<file path="config.mk">
export PLATFORM = sky130hd
export DESIGN_NAME = fb_write_unit
export DESIGN_NICKNAME = d
export VERILOG_FILES = /design/src/design/fb_types_pkg.sv /design/src/design/fb_stream_pkg.sv /design/src/design/fb_frag_fifo.sv /design/src/design/fb_clear.sv /design/src/design/fb_write_packer.sv /design/src/design/fb_write_unit.sv
export SDC_FILE = /design/constraint.sdc
export NUM_CORES = 1
export LEC_CHECK = 0
export BUFFER_PORTS_ARGS = -buffer_cell sky130_fd_sc_hd__buf_4
export CORE_MARGIN = 2
export CORE_UTILIZATION = 31
export DETAILED_ROUTE_END_ITERATION = 10
export GPL_ROUTABILITY_DRIVEN = 0
export SYNTH_ARGS = -nofsm -noshare
export SYNTH_HDL_FRONTEND = slang
export SYNTH_SLANG_ARGS = --single-unit
</file>
<file path="constraint.sdc">
create_clock -name aclk -period 7.3 [get_ports aclk]
set_clock_uncertainty 0.1 [all_clocks]
set_input_delay 0.365 -clock aclk [delete_from_list [all_inputs] [get_ports aclk]]
set_output_delay 0.365 -clock aclk [all_outputs]
set_load 0.01 [all_outputs]
</file>
<file path="src/design/fb_types_pkg.sv">
// Scalar widths for a 16-bit RGB565 framebuffer with 32-bit memory words; pixel formats are fixed
package fb_types_pkg;

    ////////////////////////////////////////////////////////////
    // Widths
    ////////////////////////////////////////////////////////////

    // One RGB565 pixel
    localparam int PIXEL_BITS = 16;

    // Memory word, two pixels side by side
    localparam int WORD_BITS = 32;

    // Byte enables per memory word
    localparam int STRB_BITS = WORD_BITS / 8;

    // Linear pixel index, enough for 1M pixels
    localparam int ADDR_BITS = 20;

    // Screen coordinate, up to 2047
    localparam int XY_BITS = 11;

    ////////////////////////////////////////////////////////////
    // Scalar types
    ////////////////////////////////////////////////////////////

    // RGB565 colour, red in the top bits
    typedef logic [PIXEL_BITS-1:0] pixel_t;

    // Single x or y position
    typedef logic [XY_BITS-1:0] coord_t;

    // Pixel index, bit 0 selects the half of a word
    typedef logic [ADDR_BITS-1:0] pix_addr_t;

    // Word index is the pixel index without its low bit
    typedef logic [ADDR_BITS-2:0] word_addr_t;

    // Data bus of the memory port
    typedef logic [WORD_BITS-1:0] mem_word_t;

    // Byte enables, bit 0 for the lowest byte
    typedef logic [STRB_BITS-1:0] byte_strb_t;

endpackage

</file>
<file path="src/design/fb_stream_pkg.sv">
// Stream payloads of the framebuffer write path; handshake signals travel beside them, not inside
package fb_stream_pkg;

    // Field types come from the scalar package
    import fb_types_pkg::*;

    ////////////////////////////////////////////////////////////
    // Fragment stream
    ////////////////////////////////////////////////////////////

    // One fragment as produced by the rasterizer
    typedef struct packed {
        // Colour to write
        pixel_t    color;
        // Write enable, a low strobe means the fragment is discarded
        logic      strb;
        // Linear pixel index into the framebuffer
        pix_addr_t addr;
        // Screen position, carried for downstream stages
        coord_t    xpos;
        coord_t    ypos;
        // Marks the final fragment of a batch
        logic      last;
    } frag_t;

    ////////////////////////////////////////////////////////////
    // Memory write beat
    ////////////////////////////////////////////////////////////

    // One 32-bit write towards the memory controller
    typedef struct packed {
        // Word index, pixel index divided by two
        word_addr_t addr;
        // Even pixel in the low half, odd pixel in the high half
        mem_word_t  data;
        // Byte enables, 4'b0011 low pixel, 4'b1100 high pixel
        byte_strb_t strb;
        // Beat that carries the end of a batch
        logic       last;
    } mem_wr_t;

endpackage

</file>
<file path="src/design/fb_frag_fifo.sv">
// Fragment queue of DEPTH entries plus one output register; DEPTH must be at least 2
module fb_frag_fifo
    import fb_stream_pkg::*;
#(
    parameter int DEPTH = 4
)
(
    input  logic  aclk,
    input  logic  resetn,

    // Fragments from the rasterizer
    input  frag_t s_frag,
    input  logic  s_frag_valid,
    output logic  s_frag_ready,

    // Fragments towards the clear stage
    output frag_t m_frag,
    output logic  m_frag_valid,
    input  logic  m_frag_ready
);

    localparam int PTR_BITS = $clog2(DEPTH);
    localparam int CNT_BITS = $clog2(DEPTH + 1);

    // Storage, no reset needed
    frag_t mem [DEPTH];

    logic [PTR_BITS-1:0] wr_ptr;
    logic [PTR_BITS-1:0] rd_ptr;
    logic [CNT_BITS-1:0] count;

    logic in_fire;
    logic out_load;
    logic pop;
    logic bypass;
    logic push;

    // Pointer advance with wrap at DEPTH, works for any depth
    function automatic logic [PTR_BITS-1:0] next_ptr(input logic [PTR_BITS-1:0] ptr);
        if (ptr == PTR_BITS'(DEPTH - 1))
            return '0;
        return ptr + PTR_BITS'(1);
    endfunction

    // Full only when every storage slot is taken
    assign s_frag_ready = (count != CNT_BITS'(DEPTH));
    assign in_fire      = s_frag_valid && s_frag_ready;

    // Output register empty or being drained this cycle
    assign out_load = !m_frag_valid || m_frag_ready;

    // Oldest stored entry goes first
    assign pop    = out_load && (count != '0);
    // Empty queue, so the new fragment skips the storage
    assign bypass = out_load && (count == '0) && in_fire;
    assign push   = in_fire && !bypass;

    ////////////////////////////////////////////////////////////
    // Control
    ////////////////////////////////////////////////////////////

    always_ff @(posedge aclk)
    begin
        if (!resetn)
        begin
            wr_ptr       <= '0;
            rd_ptr       <= '0;
            count        <= '0;
            m_frag_valid <= 1'b0;
        end
        else
        begin
            if (push)
                wr_ptr <= next_ptr(wr_ptr);
            if (pop)
                rd_ptr <= next_ptr(rd_ptr);

            // Occupancy follows push and pop
            case ({push, pop})
                2'b10:   count <= count + CNT_BITS'(1);
                2'b01:   count <= count - CNT_BITS'(1);
                default: count <= count;
            endcase

            if (out_load)
                m_frag_valid <= pop || bypass;
        end
    end

    // Payload path
    always_ff @(posedge aclk)
    begin
        if (push)
            mem[wr_ptr] <= s_frag;
        if (pop)
            m_frag <= mem[rd_ptr];
        else if (bypass)
            m_frag <= s_frag;
    end

endmodule

</file>
<file path="src/design/fb_clear.sv">
// Screen clear stage; x_res and y_res must be nonzero and stay stable while a sweep is running
module fb_clear
    import fb_types_pkg::*;
    import fb_stream_pkg::*;
(
    input  logic   aclk,
    input  logic   resetn,

    // Clear configuration
    input  pixel_t clear_color,
    input  coord_t x_res,
    input  coord_t y_res,

    // Fragments from the queue
    input  frag_t  s_frag,
    input  logic   s_frag_valid,
    output logic   s_frag_ready,

    // Fragments towards the packer
    output frag_t  m_frag,
    output logic   m_frag_valid,
    input  logic   m_frag_ready,

    // Start pulse and done level
    input  logic   apply,
    output logic   applied
);

    typedef enum logic [0:0] {
        ST_IDLE,
        ST_CLEAR
    } state_t;

    state_t state;

    // Sweep position
    pix_addr_t clr_addr;
    coord_t    clr_x;
    coord_t    clr_y;

    // Last column and last row of the configured screen
    coord_t x_max;
    coord_t y_max;
    logic   x_end;

    // Generated clear fragment
    frag_t  clr_frag;

    assign x_max = x_res - coord_t'(1);
    assign y_max = y_res - coord_t'(1);
    assign x_end = (clr_x == x_max);

    always_comb
    begin
        clr_frag       = '0;
        clr_frag.color = clear_color;
        clr_frag.strb  = 1'b1;
        clr_frag.addr  = clr_addr;
        clr_frag.xpos  = clr_x;
        clr_frag.ypos  = clr_y;
        // Only the bottom right pixel closes the sweep
        clr_frag.last  = x_end && (clr_y == y_max);
    end

    ////////////////////////////////////////////////////////////
    // Output select
    ////////////////////////////////////////////////////////////

    assign applied = (state == ST_IDLE);

    // Idle is a plain wire path, clearing blocks the queue
    assign m_frag       = applied ? s_frag : clr_frag;
    assign m_frag_valid = applied ? s_frag_valid : 1'b1;
    assign s_frag_ready = applied ? m_frag_ready : 1'b0;

    ////////////////////////////////////////////////////////////
    // Sweep FSM
    ////////////////////////////////////////////////////////////

    always_ff @(posedge aclk)
    begin
        if (!resetn)
        begin
            state    <= ST_IDLE;
            clr_addr <= '0;
            clr_x    <= '0;
            clr_y    <= '0;
        end
        else
        begin
            case (state)
                ST_IDLE:
                begin
                    // Restart from the top left corner
                    if (apply)
                    begin
                        state    <= ST_CLEAR;
                        clr_addr <= '0;
                        clr_x    <= '0;
                        clr_y    <= '0;
                    end
                end
                ST_CLEAR:
                begin
                    // Advance only on an accepted pixel
                    if (m_frag_ready)
                    begin
                        if (clr_frag.last)
                            state <= ST_IDLE;
                        else if (x_end)
                        begin
                            clr_x <= '0;
                            clr_y <= clr_y + coord_t'(1);
                        end
                        else
                            clr_x <= clr_x + coord_t'(1);
                        clr_addr <= clr_addr + pix_addr_t'(1);
                    end
                end
                default: state <= ST_IDLE;
            endcase
        end
    end

endmodule

</file>
<file path="src/design/fb_write_packer.sv">
// Pixel pair packer; a trailing even pixel without last waits until a partner or a last arrives
module fb_write_packer
    import fb_types_pkg::*;
    import fb_stream_pkg::*;
(
    input  logic    aclk,
    input  logic    resetn,

    // Fragments from the clear stage
    input  frag_t   s_frag,
    input  logic    s_frag_valid,
    output logic    s_frag_ready,

    // Memory write beats
    output mem_wr_t m_wr,
    output logic    m_wr_valid,
    input  logic    m_wr_ready
);

    // Pending pixel waiting for its odd neighbour
    frag_t   pend_frag;
    logic    pend_valid;
    logic    pend_flush;

    logic    out_free;
    logic    in_fire;
    logic    in_keep;
    logic    in_flush;
    logic    drop_last;
    logic    pair_ok;

    // Next beat and pending updates
    logic    emit;
    mem_wr_t beat;
    logic    pend_load;
    logic    pend_clear;

    // Single pixel placed in its half of the word
    function automatic mem_wr_t single_beat(input frag_t f);
        mem_wr_t b;
        b.addr = f.addr[ADDR_BITS-1:1];
        b.data = f.addr[0] ? {f.color, pixel_t'(0)} : {pixel_t'(0), f.color};
        b.strb = f.addr[0] ? 4'b1100 : 4'b0011;
        b.last = f.last;
        return b;
    endfunction

    // Even and odd pixel of one word in a full beat
    function automatic mem_wr_t pair_beat(input frag_t lo, input frag_t hi);
        mem_wr_t b;
        b.addr = lo.addr[ADDR_BITS-1:1];
        b.data = {hi.color, lo.color};
        b.strb = '1;
        b.last = hi.last;
        return b;
    endfunction

    // Output register empty or draining
    assign out_free     = !m_wr_valid || m_wr_ready;
    assign s_frag_ready = out_free;
    assign in_fire      = s_frag_valid && s_frag_ready;
    assign in_keep      = in_fire && s_frag.strb;
    // Dropped fragment still closing a batch
    assign drop_last    = in_fire && !s_frag.strb && s_frag.last;

    // Odd or last pixels never wait for a partner
    assign in_flush   = s_frag.addr[0] || s_frag.last;
    assign pend_flush = pend_frag.addr[0] || pend_frag.last;

    // Incoming odd pixel completes the pending even one
    assign pair_ok = pend_valid && !pend_flush && s_frag.addr[0]
        && (s_frag.addr[ADDR_BITS-1:1] == pend_frag.addr[ADDR_BITS-1:1]);

    ////////////////////////////////////////////////////////////
    // Pairing rules
    ////////////////////////////////////////////////////////////

    always_comb
    begin
        emit       = 1'b0;
        beat       = single_beat(pend_frag);
        pend_load  = 1'b0;
        pend_clear = 1'b0;
        if (in_keep)
        begin
            if (pair_ok)
            begin
                emit       = 1'b1;
                beat       = pair_beat(pend_frag, s_frag);
                pend_clear = 1'b1;
            end
            else if (pend_valid)
            begin
                // Unmatched pending pixel leaves alone, the new one takes its place
                emit      = 1'b1;
                pend_load = 1'b1;
            end
            else if (in_flush)
            begin
                emit = 1'b1;
                beat = single_beat(s_frag);
            end
            else
                pend_load = 1'b1;
        end
        else if (out_free && pend_valid && (pend_flush || drop_last))
        begin
            // Pending pixel that cannot pair, or a batch end arrived on a dropped fragment
            emit       = 1'b1;
            beat.last  = pend_frag.last || drop_last;
            pend_clear = 1'b1;
        end
    end

    ////////////////////////////////////////////////////////////
    // Registers
    ////////////////////////////////////////////////////////////

    always_ff @(posedge aclk)
    begin
        if (!resetn)
        begin
            pend_valid <= 1'b0;
            m_wr_valid <= 1'b0;
        end
        else
        begin
            if (pend_load)
                pend_valid <= 1'b1;
            else if (pend_clear)
                pend_valid <= 1'b0;
            if (out_free)
                m_wr_valid <= emit;
        end
    end

    always_ff @(posedge aclk)
    begin
        if (pend_load)
            pend_frag <= s_frag;
        // Payload only changes when the register may be reloaded
        if (out_free && emit)
            m_wr <= beat;
    end

endmodule

</file>
<file path="src/design/fb_write_unit.sv">
// Framebuffer write path top; apply is a single-cycle pulse taken only while applied is high
module fb_write_unit
    import fb_types_pkg::*;
    import fb_stream_pkg::*;
#(
    parameter int FIFO_DEPTH = 4
)
(
    input  logic    aclk,
    input  logic    resetn,

    // Clear configuration
    input  pixel_t  clear_color,
    input  coord_t  x_res,
    input  coord_t  y_res,

    // Clear control
    input  logic    apply,
    output logic    applied,

    // Fragment input
    input  frag_t   s_frag,
    input  logic    s_frag_valid,
    output logic    s_frag_ready,

    // Memory write port
    output mem_wr_t m_wr,
    output logic    m_wr_valid,
    input  logic    m_wr_ready
);

    // Queue to clear stage
    frag_t q_frag;
    logic  q_frag_valid;
    logic  q_frag_ready;

    // Clear stage to packer
    frag_t c_frag;
    logic  c_frag_valid;
    logic  c_frag_ready;

    ////////////////////////////////////////////////////////////
    // Pipeline
    ////////////////////////////////////////////////////////////

    // Decouples the rasterizer from the clear stage
    fb_frag_fifo #(
        .DEPTH        (FIFO_DEPTH)
    ) u_fb_frag_fifo (
        .aclk         (aclk),
        .resetn       (resetn),
        .s_frag       (s_frag),
        .s_frag_valid (s_frag_valid),
        .s_frag_ready (s_frag_ready),
        .m_frag       (q_frag),
        .m_frag_valid (q_frag_valid),
        .m_frag_ready (q_frag_ready)
    );

    fb_clear u_fb_clear (
        .aclk         (aclk),
        .resetn       (resetn),
        .clear_color  (clear_color),
        .x_res        (x_res),
        .y_res        (y_res),
        .s_frag       (q_frag),
        .s_frag_valid (q_frag_valid),
        .s_frag_ready (q_frag_ready),
        .m_frag       (c_frag),
        .m_frag_valid (c_frag_valid),
        .m_frag_ready (c_frag_ready),
        .apply        (apply),
        .applied      (applied)
    );

    // Word packing towards memory
    fb_write_packer u_fb_write_packer (
        .aclk         (aclk),
        .resetn       (resetn),
        .s_frag       (c_frag),
        .s_frag_valid (c_frag_valid),
        .s_frag_ready (c_frag_ready),
        .m_wr         (m_wr),
        .m_wr_valid   (m_wr_valid),
        .m_wr_ready   (m_wr_ready)
    );

endmodule

</file>
### Yosys cells after proc, flatten, opt, wreduce, memory -nomap -nowiden

Memory sizes are Yosys's and may differ from the RTL's. A register that Yosys moved wholly into a read port is not among the register bits.
Index checks and enable logic that the tools add are counted.

| operators by class | value |
|---|---|
| $add $sub $neg | 9 |
| multiply operators | 0 |
| divide/modulo/power cells | 0 |
| order comparisons | 0 |
| eq/ne operators | 12 |
| shift operators | 0 |
| muxes and demuxes | 59 |
| bitwise operators | 1 |
| reductions and logical operators | 36 |

Operators with widths:

| cell | count |
|---|---|
| 60-bit 2-to-1 mux | 3 |
| 56-bit 2-to-1 mux | 3 |
| 11-bit 2-to-1 mux | 7 |
| 32-bit 2-to-1 mux | 2 |
| 55-bit 2-to-1 mux | 1 |
| 11-bit case mux with 2 select lines | 2 |
| 20-bit 2-to-1 mux | 2 |
| 20-bit case mux with 2 select lines | 1 |
| 1-bit 2-to-1 mux | 28 |
| 11-bit by 1-bit adder with 11-bit output (second input constant) | 2 |
| 11-bit equality test | 2 |
| 11-bit by 1-bit subtractor with 11-bit output (second input constant) | 2 |
| 20-bit by 1-bit adder with 20-bit output (second input constant) | 1 |
| 19-bit equality test | 1 |
| 1-bit logical AND | 16 |
| 2-bit 2-to-1 mux | 6 |
| 4-bit 2-to-1 mux | 2 |
| 1-bit logical OR | 7 |
| 2-bit equality test (second input constant) | 3 |
| 2-bit inequality test (second input constant) | 3 |
| 3-bit case mux with 2 select lines | 1 |
| 2-bit nonzero test | 3 |
| 1-bit zero test | 5 |
| 2-bit by 1-bit adder with 2-bit output (second input constant) | 2 |
| 12 further kinds | 12 |

| word-level totals | value |
|---|---|
| flip-flop bits (word level) | 206 |
| latch bits | 0 |
| bits in writable memories | 240 |
| memory bits (read-only) | 0 |
| output and inout bits | 59 |
| word-level logic and storage cells | 141 |
| memories | 1 |

Memories:

| name | depth | width | rd ports | clocked after Yosys merged registers in | write ports | line | text |
|---|---|---|---|---|---|---|---|
| u_fb_frag_fifo.mem | 4 | 60 | 1 | 1 | 1 | fb_frag_fifo.sv:26 | `frag_t mem [DEPTH];` |

### Logic depth before layout (Yosys ltp)

Gate-level depths: netlist of run 1.

| logic depth | value |
|---|---|
| depth in word-level cells | 13 |
| depth in mapped cells | 14 |
| mapped depth without buffers | 10 |

### Cells and area by module

A second synthesis of run 1 with hierarchy kept.

| unflattened totals | value |
|---|---|
| cell total of the unflattened synthesis | 1240 |
| area, all modules | 19596.3 um2 |

By module, submodules not included:

| module | instances | cells an instance | area an instance (um2) |
|---|---|---|---|
| fb_frag_fifo | 1 | 496 | 11740.0 |
| fb_write_packer | 1 | 291 | 4121.5 |
| fb_clear | 1 | 453 | 3734.8 |

### Worst setup path before layout of run 1

Ideal clock, no wire load.

| timing | value |
|---|---|
| path kind | input to register |
| start point | input y_res[0] |
| end point | register, netlist name u_fb_write_packer.m_wr[0] |
| library setup time | 0.551 ns |
| arrival time | 6.346 ns |
| required time | 6.649 ns |
| setup slack | 0.303 ns |
| stages on the path | 12 |
| cells stage by stage | clkbuf_1 -> inv_1 -> ha_1 -> buf_2 -> or4b_1 -> nor4_1 -> xnor2_1 -> nand4_1 -> nor4_2 -> buf_2 -> nor2_1 -> a21boi_0 |

| on the way | value |
|---|---|
| word-level cells in the longest chain between the ends | 10 |
| elaborated cells between the ends (all ways) | 14 |
| those cells by class | add/sub (1); eq/ne (1); mux (6); reduce/logical (6) |

Ends and longest elaborated chain:

| what | line | text |
|---|---|---|
| from (decl) | fb_write_unit.sv:15 | `input coord_t y_res,` |
| 11-bit by 1-bit subtractor with 11-bit output * | fb_clear.sv:50 | `assign y_max = y_res - coord_t'(1);` |
| 11-bit equality test * | fb_clear.sv:62 | `clr_frag.last = x_end && (clr_y == y_max);` |
| 1-bit logical AND * | fb_clear.sv:62 |  |
| 60-bit 2-to-1 mux * | fb_clear.sv:72 | `assign m_frag = applied ? s_frag : clr_frag;` |
| 1-bit logical OR or 1-bit logical AND (tied branches) | fb_write_packer.sv:67, fb_write_packer.sv:64 |  |
| 1-bit 2-to-1 mux or 1-bit logical OR (tied branches) | fb_write_packer.sv:98, fb_write_packer.sv:106 |  |
| 1-bit 2-to-1 mux or 1-bit logical AND (tied branches) | fb_write_packer.sv:92, fb_write_packer.sv:106 |  |
| 1-bit 2-to-1 mux (on tied branches) | fb_write_packer.sv:86, fb_write_packer.sv:106 |  |
| 1-bit 2-to-1 mux * | fb_write_packer.sv:84 | `if (in_keep)` |
| 1-bit logical AND * | fb_write_packer.sv:142 | `if (out_free && emit)` |

Every way passes the cells marked *; elsewhere a longest branch is shown, timed or not.
A chain may end at the register's enable or synchronous reset.

==> results of run 1 <==
-- worst paths after layout --
path	end	slack (ns)	depth (start not counted)
min	u_fb_frag_fifo.wr_ptr[1]	0.07	3
max	u_fb_write_packer.pend_frag[51]	3.33	7
max reg2reg	u_fb_write_packer.pend_frag[51]	3.33	7
min reg2reg	u_fb_clear.clr_y[10]	0.39	2
-- synth_stat cells, types with 23 or more instances --
library cell	n
clkbuf_1	33
dfxtp_1	55
edfxtp_1	281
inv_1	62
mux2_2	38
mux2i_1	38
mux4_2	38
nand2_1	53
nand3_1	23
nor2_1	51
o21ai_0	40
o2bb2ai_1	33
xnor2_1	44
xor2_1	24
-- worst max-delay path, cell delays in order (launching register included) --
cell	delay (ns)
dfxtp_2	0.93
buf_4	0.47
mux2i_1	0.42
inv_1	0.16
nand4_1	0.15
or4_1	0.19
o21ai_0	0.21
nor2_4	0.93
-- metrics by stage --
step	utilization (%)	std cells	hold slack, ns
after floorplan	-	1014	0.354
after global placement	35.2	1731	0.373
after detailed placement	35.2	1731	0.389
after CTS	38.5	1831	0.0515
after global routing	38.5	1833	0.0871
final	38.5	1834	0.0741
-- kinds of logic (layout without fill, tap and decap cells) --
| logic type | Yosys count | after routing | synth area share [%] |
|---|---|---|---|
| xor gates and xnor gates | 69 | 69 | 4.23 |
| buffers and inverters | 104 | 314 | 2.77 |
| muxes | 114 | 114 | 11.4 |
| DFF | 336 | 336 | 65.3 |
| and+or+nand+nor | 232 | 232 | 8.26 |
| adders and majority gates | 12 | 12 | 1.08 |
| AOI/OAI and AO/OA | 147 | 147 | 6.92 |
| other | 0 | 3 | 0 |
-- layer usage --
| metal | up-vias | track usage (%) | part of all wire, % | wire [um] |
|---|---|---|---|---|
| met5 | - | 0 | 0.040 | 13 |
| met4 | 2 | 3.92 | 2.3 | 731 |
| met3 | 46 | 2.44 | 4.7 | 1500 |
| met2 | 178 | 22.4 | 50 | 16100 |
| met1 | 4287 | 16.3 | 43 | 13900 |
| li1 | 4237 | - | - | - |
-- power by group through the flow --
stage / Combinational (mW) / Sequential, mW / Clock, mW
CTS: 1.81 / 2.92 / 1.82
detailed placement: 1.78 / 2.95 / 0
floorplan: 1.10 / 2.94 / 0
finish: 1.77 / 2.91 / 1.78
global placement: 1.75 / 2.94 / 0
global route: 1.94 / 2.95 / 1.89
-- layout make-up --
cell class / count / share of cell area, %
Antenna cell: 3 / 0.0419
Clock buffer: 46 / 5.53
Clock inverter: 16 / 0.824
Inverter: 62 / 1.30
Multi-Input combinational cell: 574 / 26.3
Sequential cell: 336 / 53.3
Tap cell: 607 / 4.24
Timing Repair Buffer: 190 / 8.49
-- state kept, by name, indices dropped and copies added, names as in the netlist, named ones only --
| register | flops |
|---|---|
| u_fb_frag_fifo.mem | 152 |
| u_fb_write_packer.m_wr | 54 |
| u_fb_frag_fifo.m_frag | 38 |
| u_fb_write_packer.pend_frag | 37 |
| u_fb_clear.clr_addr | 20 |
| u_fb_clear.clr_x | 11 |
| u_fb_clear.clr_y | 11 |
| u_fb_frag_fifo.count | 3 |
| u_fb_frag_fifo.rd_ptr | 2 |
| u_fb_frag_fifo.wr_ptr | 2 |
| u_fb_clear.state | 1 |
| u_fb_frag_fifo.m_frag_valid | 1 |
| u_fb_write_packer.m_wr_valid | 1 |
| u_fb_write_packer.pend_valid | 1 |
==> metrics.md, run 1 <==
| Metric | Value |
|---|---|
| Worst EP arrival | `~4.0 ns` |
| Layout cell share with drive strength beyond 1 | `between 20% and 30%` |
| Congestion Overflow GR | `0` |
| Insertion delay to the later sink of the worst-skew pair | `between 0.5 and 0.6 ns` |
| Pre-Repair DR Iteration Count | `5` |
| Min-delay src | `s_frag_valid` |
| Largest fanout on the critical path | `37` |
| Initial DRC count | `between 500 and 600` |
| Seq pwr share | `about 45%` |
| Cts repair resizes | `0` |
| Hold Crit Class | `input port to register` |
| Register bit total from synthesis | `roughly 340` |
| Post-Route WL | `~32 mm` |
| Period Utilization, post-route | `54.4%` |
| Seq/Total Area, Yosys | `about two thirds` |
| Global-route wire length before repair | `about 50 mm` |
| CTS root buffer | `clkbuf_16` |
| Share of total power in the clock network | `about 28%` |
| FMAX | `about 250 MHz` |
| Slew Viols, Final | `0` |
| Final instance area | `17,900 um2` |
| RSZ-0062 raised after global routing | `false` |
| Commonest non-fill, non-tap cell in the layout | `edfxtp_1` |
| Post-synth top area cell | `edfxtp_1` |
| Core Region | `between 40,000 and 50,000 um2` |
| ANT nets after route | `0` |
| FFs w/ async S/R, synth | `0%` |
| Mapped Cells | `~1,000` |
| HPWL Detailed | `around 22 mm` |
| Pwr Density | `360 nW/um2` |
| CP Class | `register to register` |
| Psw | `1.89 mW` |
| Clock transition at the registers of the reported paths | `0.06 ns` |
| Data required, critical path | `7.33 ns` |
| Total power | `approximately 6.5 mW` |
| Die Area | `about 49,000 um2` |
| TritonCTS buffer count | `35` |
| Crit path capture type | `register` |
| Drt via density | `~4.8` |
| Synth top area share | `between 50% and 60%` |
| Max-Cap Viols | `0` |
| Yosys warning count | `0` |
| Internal power | `between 4 and 5 mW` |
| Setup TNS | `0 ns` |
| Most frequent cells in the layout | `edfxtp_1 (281), buf_4 (152), inv_1 (62)` |
| Post-Syn Nets | `1,129` |
| Initial core utilization | `between 30% and 40%` |
| IO Count | `between 150 and 200` |
| Worst setup SP type | `register` |
| Slew margin rel. | `between 20 and 25%` |
| R2r startpoint | `u_fb_clear.state` |
| Setup WS post-layout | `around 3.3 ns` |
| Vias in the first global route | `about 9,000` |
| GRT Overall Usage | `between 10% and 20%` |
| Die width | `221 um` |
| Top FF cell, synth | `edfxtp_1` |
| Placed cell area | `between 15,000 and 20,000 um2` |
| P_leak | `between 6 and 7 nW` |
| DR WL/cell | `~18 um` |
| DR vias | `just under 9,000` |
| PortBufs | `139` |
| FF+latch area | `9540 um2` |
| Area contributors post-synth | `edfxtp_1 (58%), dfxtp_1 (7.5%), mux4_2 (5.9%), mux2_2 (2.9%), xnor2_1 (2.6%)` |
| Comb pwr share | `between 20% and 30%` |
| CTS Sinks | `between 300 and 400` |
| Htree depth | `2` |
| Cts hold-fix bufs | `38` |
| Post-CTS Setup Inserts | `0` |
| CTS tree | `built` |
| Site Rows | `79` |
| Switch share | `between 20 and 30%` |
| DP Worst Slack | `a little under 3 ns` |
| Die height | `~220 um` |
| Measured slew at the worst slew-check pin | `1.13 ns` |
| Synth Cell Area | `14,600 um2` |
| Area Overhead vs Synth | `22.7%` |
| Fill cell count | `between 4,000 and 5,000` |
| Largest net degree at the start of global routing | `43` |
| Post-synth EDFFs | `281` |
| Final hold violations | `0` |
| Final setup vio count | `0` |
| Multi-input logic area | `4710 um2` |
| Status | `complete, no violations` |
| Detailed-route DRC error count | `0` |
| Final min period | `approximately 4 ns` |
| Synth cell types | `63` |
| Max VDD drop | `around 0.00018 V` |
| Nets@finish | `1,314` |
| Clock buffer depth | `3` |
| Initial antenna violation count | `4` |
| Syn avg cell area | `~14 um2` |
| Crit. Startpoint | `u_fb_clear.state` |
Power figures use the tool's default switching activity.
==> run 2, diff against run 1 <==
- ABC_AREA: unset -> 1
- clock period: 7.3 -> 3.38 ns (I/O delays scaled with it)
==> metrics.md, run 2 <==
| Metric | Value |
|---|---|
| Die height | `230 um (+4.1%)` |
| Vias in the first global route | `11,200 (+24%)` |
| Max-Cap Viols | `0 (unchanged)` |
| DR top layer | `met5` |
| Synth cell types | `51 (-19%)` |
| Initial core utilization | `31.5% (+0.12 points)` |
| Largest fanout on the critical path | `38 (+2.7%)` |
| Routed wl met3 | `2.07 mm (+37%)` |
| IO Count | `162 (unchanged)` |
| Post-Syn Nets | `1,777 (+57%)` |
| Crit path capture type | `register` |
| CTS Sinks | `336 (unchanged)` |
| Initial antenna violation count | `8 (+4)` |
| Yosys warning count | `0 (unchanged)` |
| GRT Overall Usage | `14.3% (+1.4 points)` |
| Pre-Repair DR Iteration Count | `7 (+2)` |
| Final setup vio count | `0 (unchanged)` |
| Metal2 WL | `17.6 mm (+9.4%)` |
| Top cells by count, synth | `nand2_1 (332), nor2_1 (282), edfxtp_1 (281), inv_1 (136), o21ai_0 (121)` |
| Congestion Overflow GR | `0 (unchanged)` |
| Hold Crit Class | `input port to register` |
| Clock transition at the registers of the reported paths | `0.06 ns (about the same)` |
| Setup TNS | `0 ns (unchanged)` |
| P_leak | `7.49 nW (+19%)` |
| Die width | `230 um (+4.1%)` |
| Biggest register | `u_fb_frag_fifo.mem` |
| Worst reg-to-reg setup slack | `0.36 ns (-2.97 ns)` |
| PortBufs | `139 (unchanged)` |
| Clock buffer depth | `3 (unchanged)` |
| CP Class | `register to register` |
| Status | `complete, no violations` |
| Data required, critical path | `3.47 ns (-3.86 ns)` |
| RSZ-0062 raised after global routing | `false` |
| Top FF cell, synth | `edfxtp_1` |
| Most frequent cells in the layout | `nand2_1 (332), edfxtp_1 (281), nor2_1 (276)` |
| Post-synth top area cell | `edfxtp_1` |
| Measured slew at the worst slew-check pin | `0.878 ns (-0.253 ns)` |
| Final min period | `3.02 ns (-0.949 ns)` |
| Slew margin rel. | `41.5% (+17 points)` |
| Area Overhead vs Synth | `21.8%` |
| Slew Viols, Final | `0 (unchanged)` |
| Site Rows | `82 (+3.8%)` |
| Core Region | `50,400 um2 (+8.2%)` |
| Syn avg cell area | `9.54 um2 (-34%)` |
| TritonCTS buffer count | `36 (+2.9%)` |
| CTS tree | `built` |
| Met1 wire length | `18.0 mm (+30%)` |
| Fill cell count | `4,964 (+15%)` |
| Post-synth EDFFs | `281 (unchanged)` |
| Pwr Density | `778 nW/um2 (+120%)` |
| Layout cell share with drive strength beyond 1 | `16.9% (-7.3 points)` |
| DR WL/cell | `15.1 um (-14%)` |
| Max reg flops | `152 (unchanged)` |
| Drt via density | `4.60 (-3.6%)` |
| Most frequent cell after synthesis | `nand2_1` |
| Area contributors post-synth | `edfxtp_1 (53%), nand2_1 (7.9%), dfxtp_1 (6.9%), nor2_1 (6.7%), o21ai_0 (3.8%)` |
| HPWL Detailed | `25.9 mm (+20%)` |
| Post-Route WL | `38.4 mm (+20%)` |
| Register bit total from synthesis | `336 (unchanged)` |
| Seq/Total Area, Yosys | `60.2% (-5.2 points)` |
| Die Area | `53,000 um2 (+8.5%)` |
| Global-route wire length before repair | `60.6 mm (+21%)` |
| Worst setup SP type | `register` |
| CTS root buffer | `clkbuf_16` |
| ANT nets after route | `0 (unchanged)` |
| Final hold violations | `0 (unchanged)` |
| FFs w/ async S/R, synth | `0% (unchanged)` |
| Commonest non-fill, non-tap cell in the layout | `nand2_1` |
| Largest net degree at the start of global routing | `81 (+88%)` |
| Mapped Cells | `1,662 (+64%)` |
| Initial DRC count | `968 (+84%)` |
| Synth Cell Area | `15,900 um2 (+8.6%)` |
| Synth top area share | `53.2% (-4.6 points)` |
| Insertion delay to the later sink of the worst-skew pair | `0.52 ns (about the same)` |
| DR vias | `11,700 (+34%)` |
| Final core utilization | `38.3% (-0.15 points)` |
| Nets@finish | `1,960 (+49%)` |
| Htree depth | `2 (unchanged)` |
| Worst EP arrival | `3.11 ns (-0.89 ns)` |
| Biggest regs | `u_fb_frag_fifo.mem x152, u_fb_write_packer.m_wr x54, u_fb_frag_fifo.m_frag x38` |
| FMAX | `331 MHz (+31%)` |
| Max VDD drop | `0.000518 V (+200%)` |
| Detailed-route DRC error count | `0 (unchanged)` |
| Period Utilization, post-route | `89.5% (+35 points)` |
| Cts repair resizes | `0 (unchanged)` |
-- run 2: cell count changes after synthesis, moves of 25 or more --
| cell | before | now |
|---|---|---|
| o21ai_0 | 40 | 121 |
| a31oi_1 | 4 | 41 |
| mux4_2 | 38 | 0 |
| inv_1 | 62 | 136 |
| o2bb2ai_1 | 33 | 0 |
| mux2i_1 | 38 | 0 |
| mux2_2 | 38 | 0 |
| nand2_1 | 53 | 332 |
| nand2_2 | 0 | 25 |
| xnor2_1 | 44 | 8 |
| nor2_1 | 51 | 282 |
| nand3_1 | 23 | 84 |
-- run 2: logic make-up (layout without fill, tap and decap cells) --
logic type / after synthesis / after routing / synth area share (%)
AND/OR/NAND/NOR: 807 / 807 / 22.3
AO/OA/AOI/OAI: 247 / 247 / 8.72
other: 0 / 2 / 0
buffers and inverters: 225 / 436 / 5.88
flip-flops: 336 / 336 / 60.2
adder cells (fa/ha/maj): 12 / 12 / 0.994
XOR/XNOR: 35 / 35 / 1.93
-- run 2: final timing paths --
check,startpoint,cells past startpoint,to
worst max-delay path,u_fb_clear.state,11,u_fb_write_packer.pend_frag[50]
worst min-delay path,clear_color[13],4,u_fb_write_packer.pend_frag[57]
worst max register to register,u_fb_clear.state,11,u_fb_write_packer.pend_frag[50]
worst min register to register,u_fb_clear.clr_y[4],2,u_fb_clear.clr_y[4]
-- run 2: per-stage QoR --
stage	cell area, um2	setup WS [ns]	std cells	power (mW)	hold slack [ns]
6_report	19300	0.356	2547	15.0	0.0483
5_1_grt	19300	0.160	2546	16.0	0.0294
4_1_cts	19300	0.373	2545	15.2	0.00582
3_5_place_dp	17700	0.384	2431	11.5	0.285
3_3_place_gp	17700	0.447	2431	11.3	0.280
2_1_floorplan	15900	0.0931	1662	9.49	0.168
-- run 2: power breakdown --
group,leakage [nW],internal (mW),switching (mW),total (mW)
logic,3.89,1.69,3.36,5.05
clock network,0.537,2.12,1.56,3.68
registers,3.07,5.96,0.331,6.29
total,7.49,9.77,5.25,15.0
-- run 2: timing repair --
item                                   in CTS  in global routing
hold buffers                               48                  0
buffers inserted                            0                  0
endpoints found under the hold margin     193                  0
-- run 2: layer usage --
layer  vias to the layer above  GRT usage, %
met3                        56          3.04
li1                       5943             -
met4                        12          3.71
met1                      5444          19.6
met2                       259          22.9
met5                         -             0
-- run 2: layout make-up --
cell class	instances	area [um2]	area share, %
repair buffers	213	1810	9.36
diodes	2	5.00	0.0259
clock inverters	15	75.1	0.389
well taps	672	841	4.35
flip-flops and latches	336	9540	49.4
clock buffers	51	1020	5.29
multi-input cells	1101	5430	28.1
inverters	157	596	3.08
-- run 2: critical path, cell delays in order, from the launching register on --
cell and delay (ns):
dfxtp_1 0.37, buf_4 0.41, o21ai_0 0.34, or2_2 0.37, nand4_1 0.09, nor2_1 0.07
nand3_4 0.19, inv_1 0.13, nor2_1 0.10, nand2_1 0.13, inv_1 0.10, buf_4 0.28
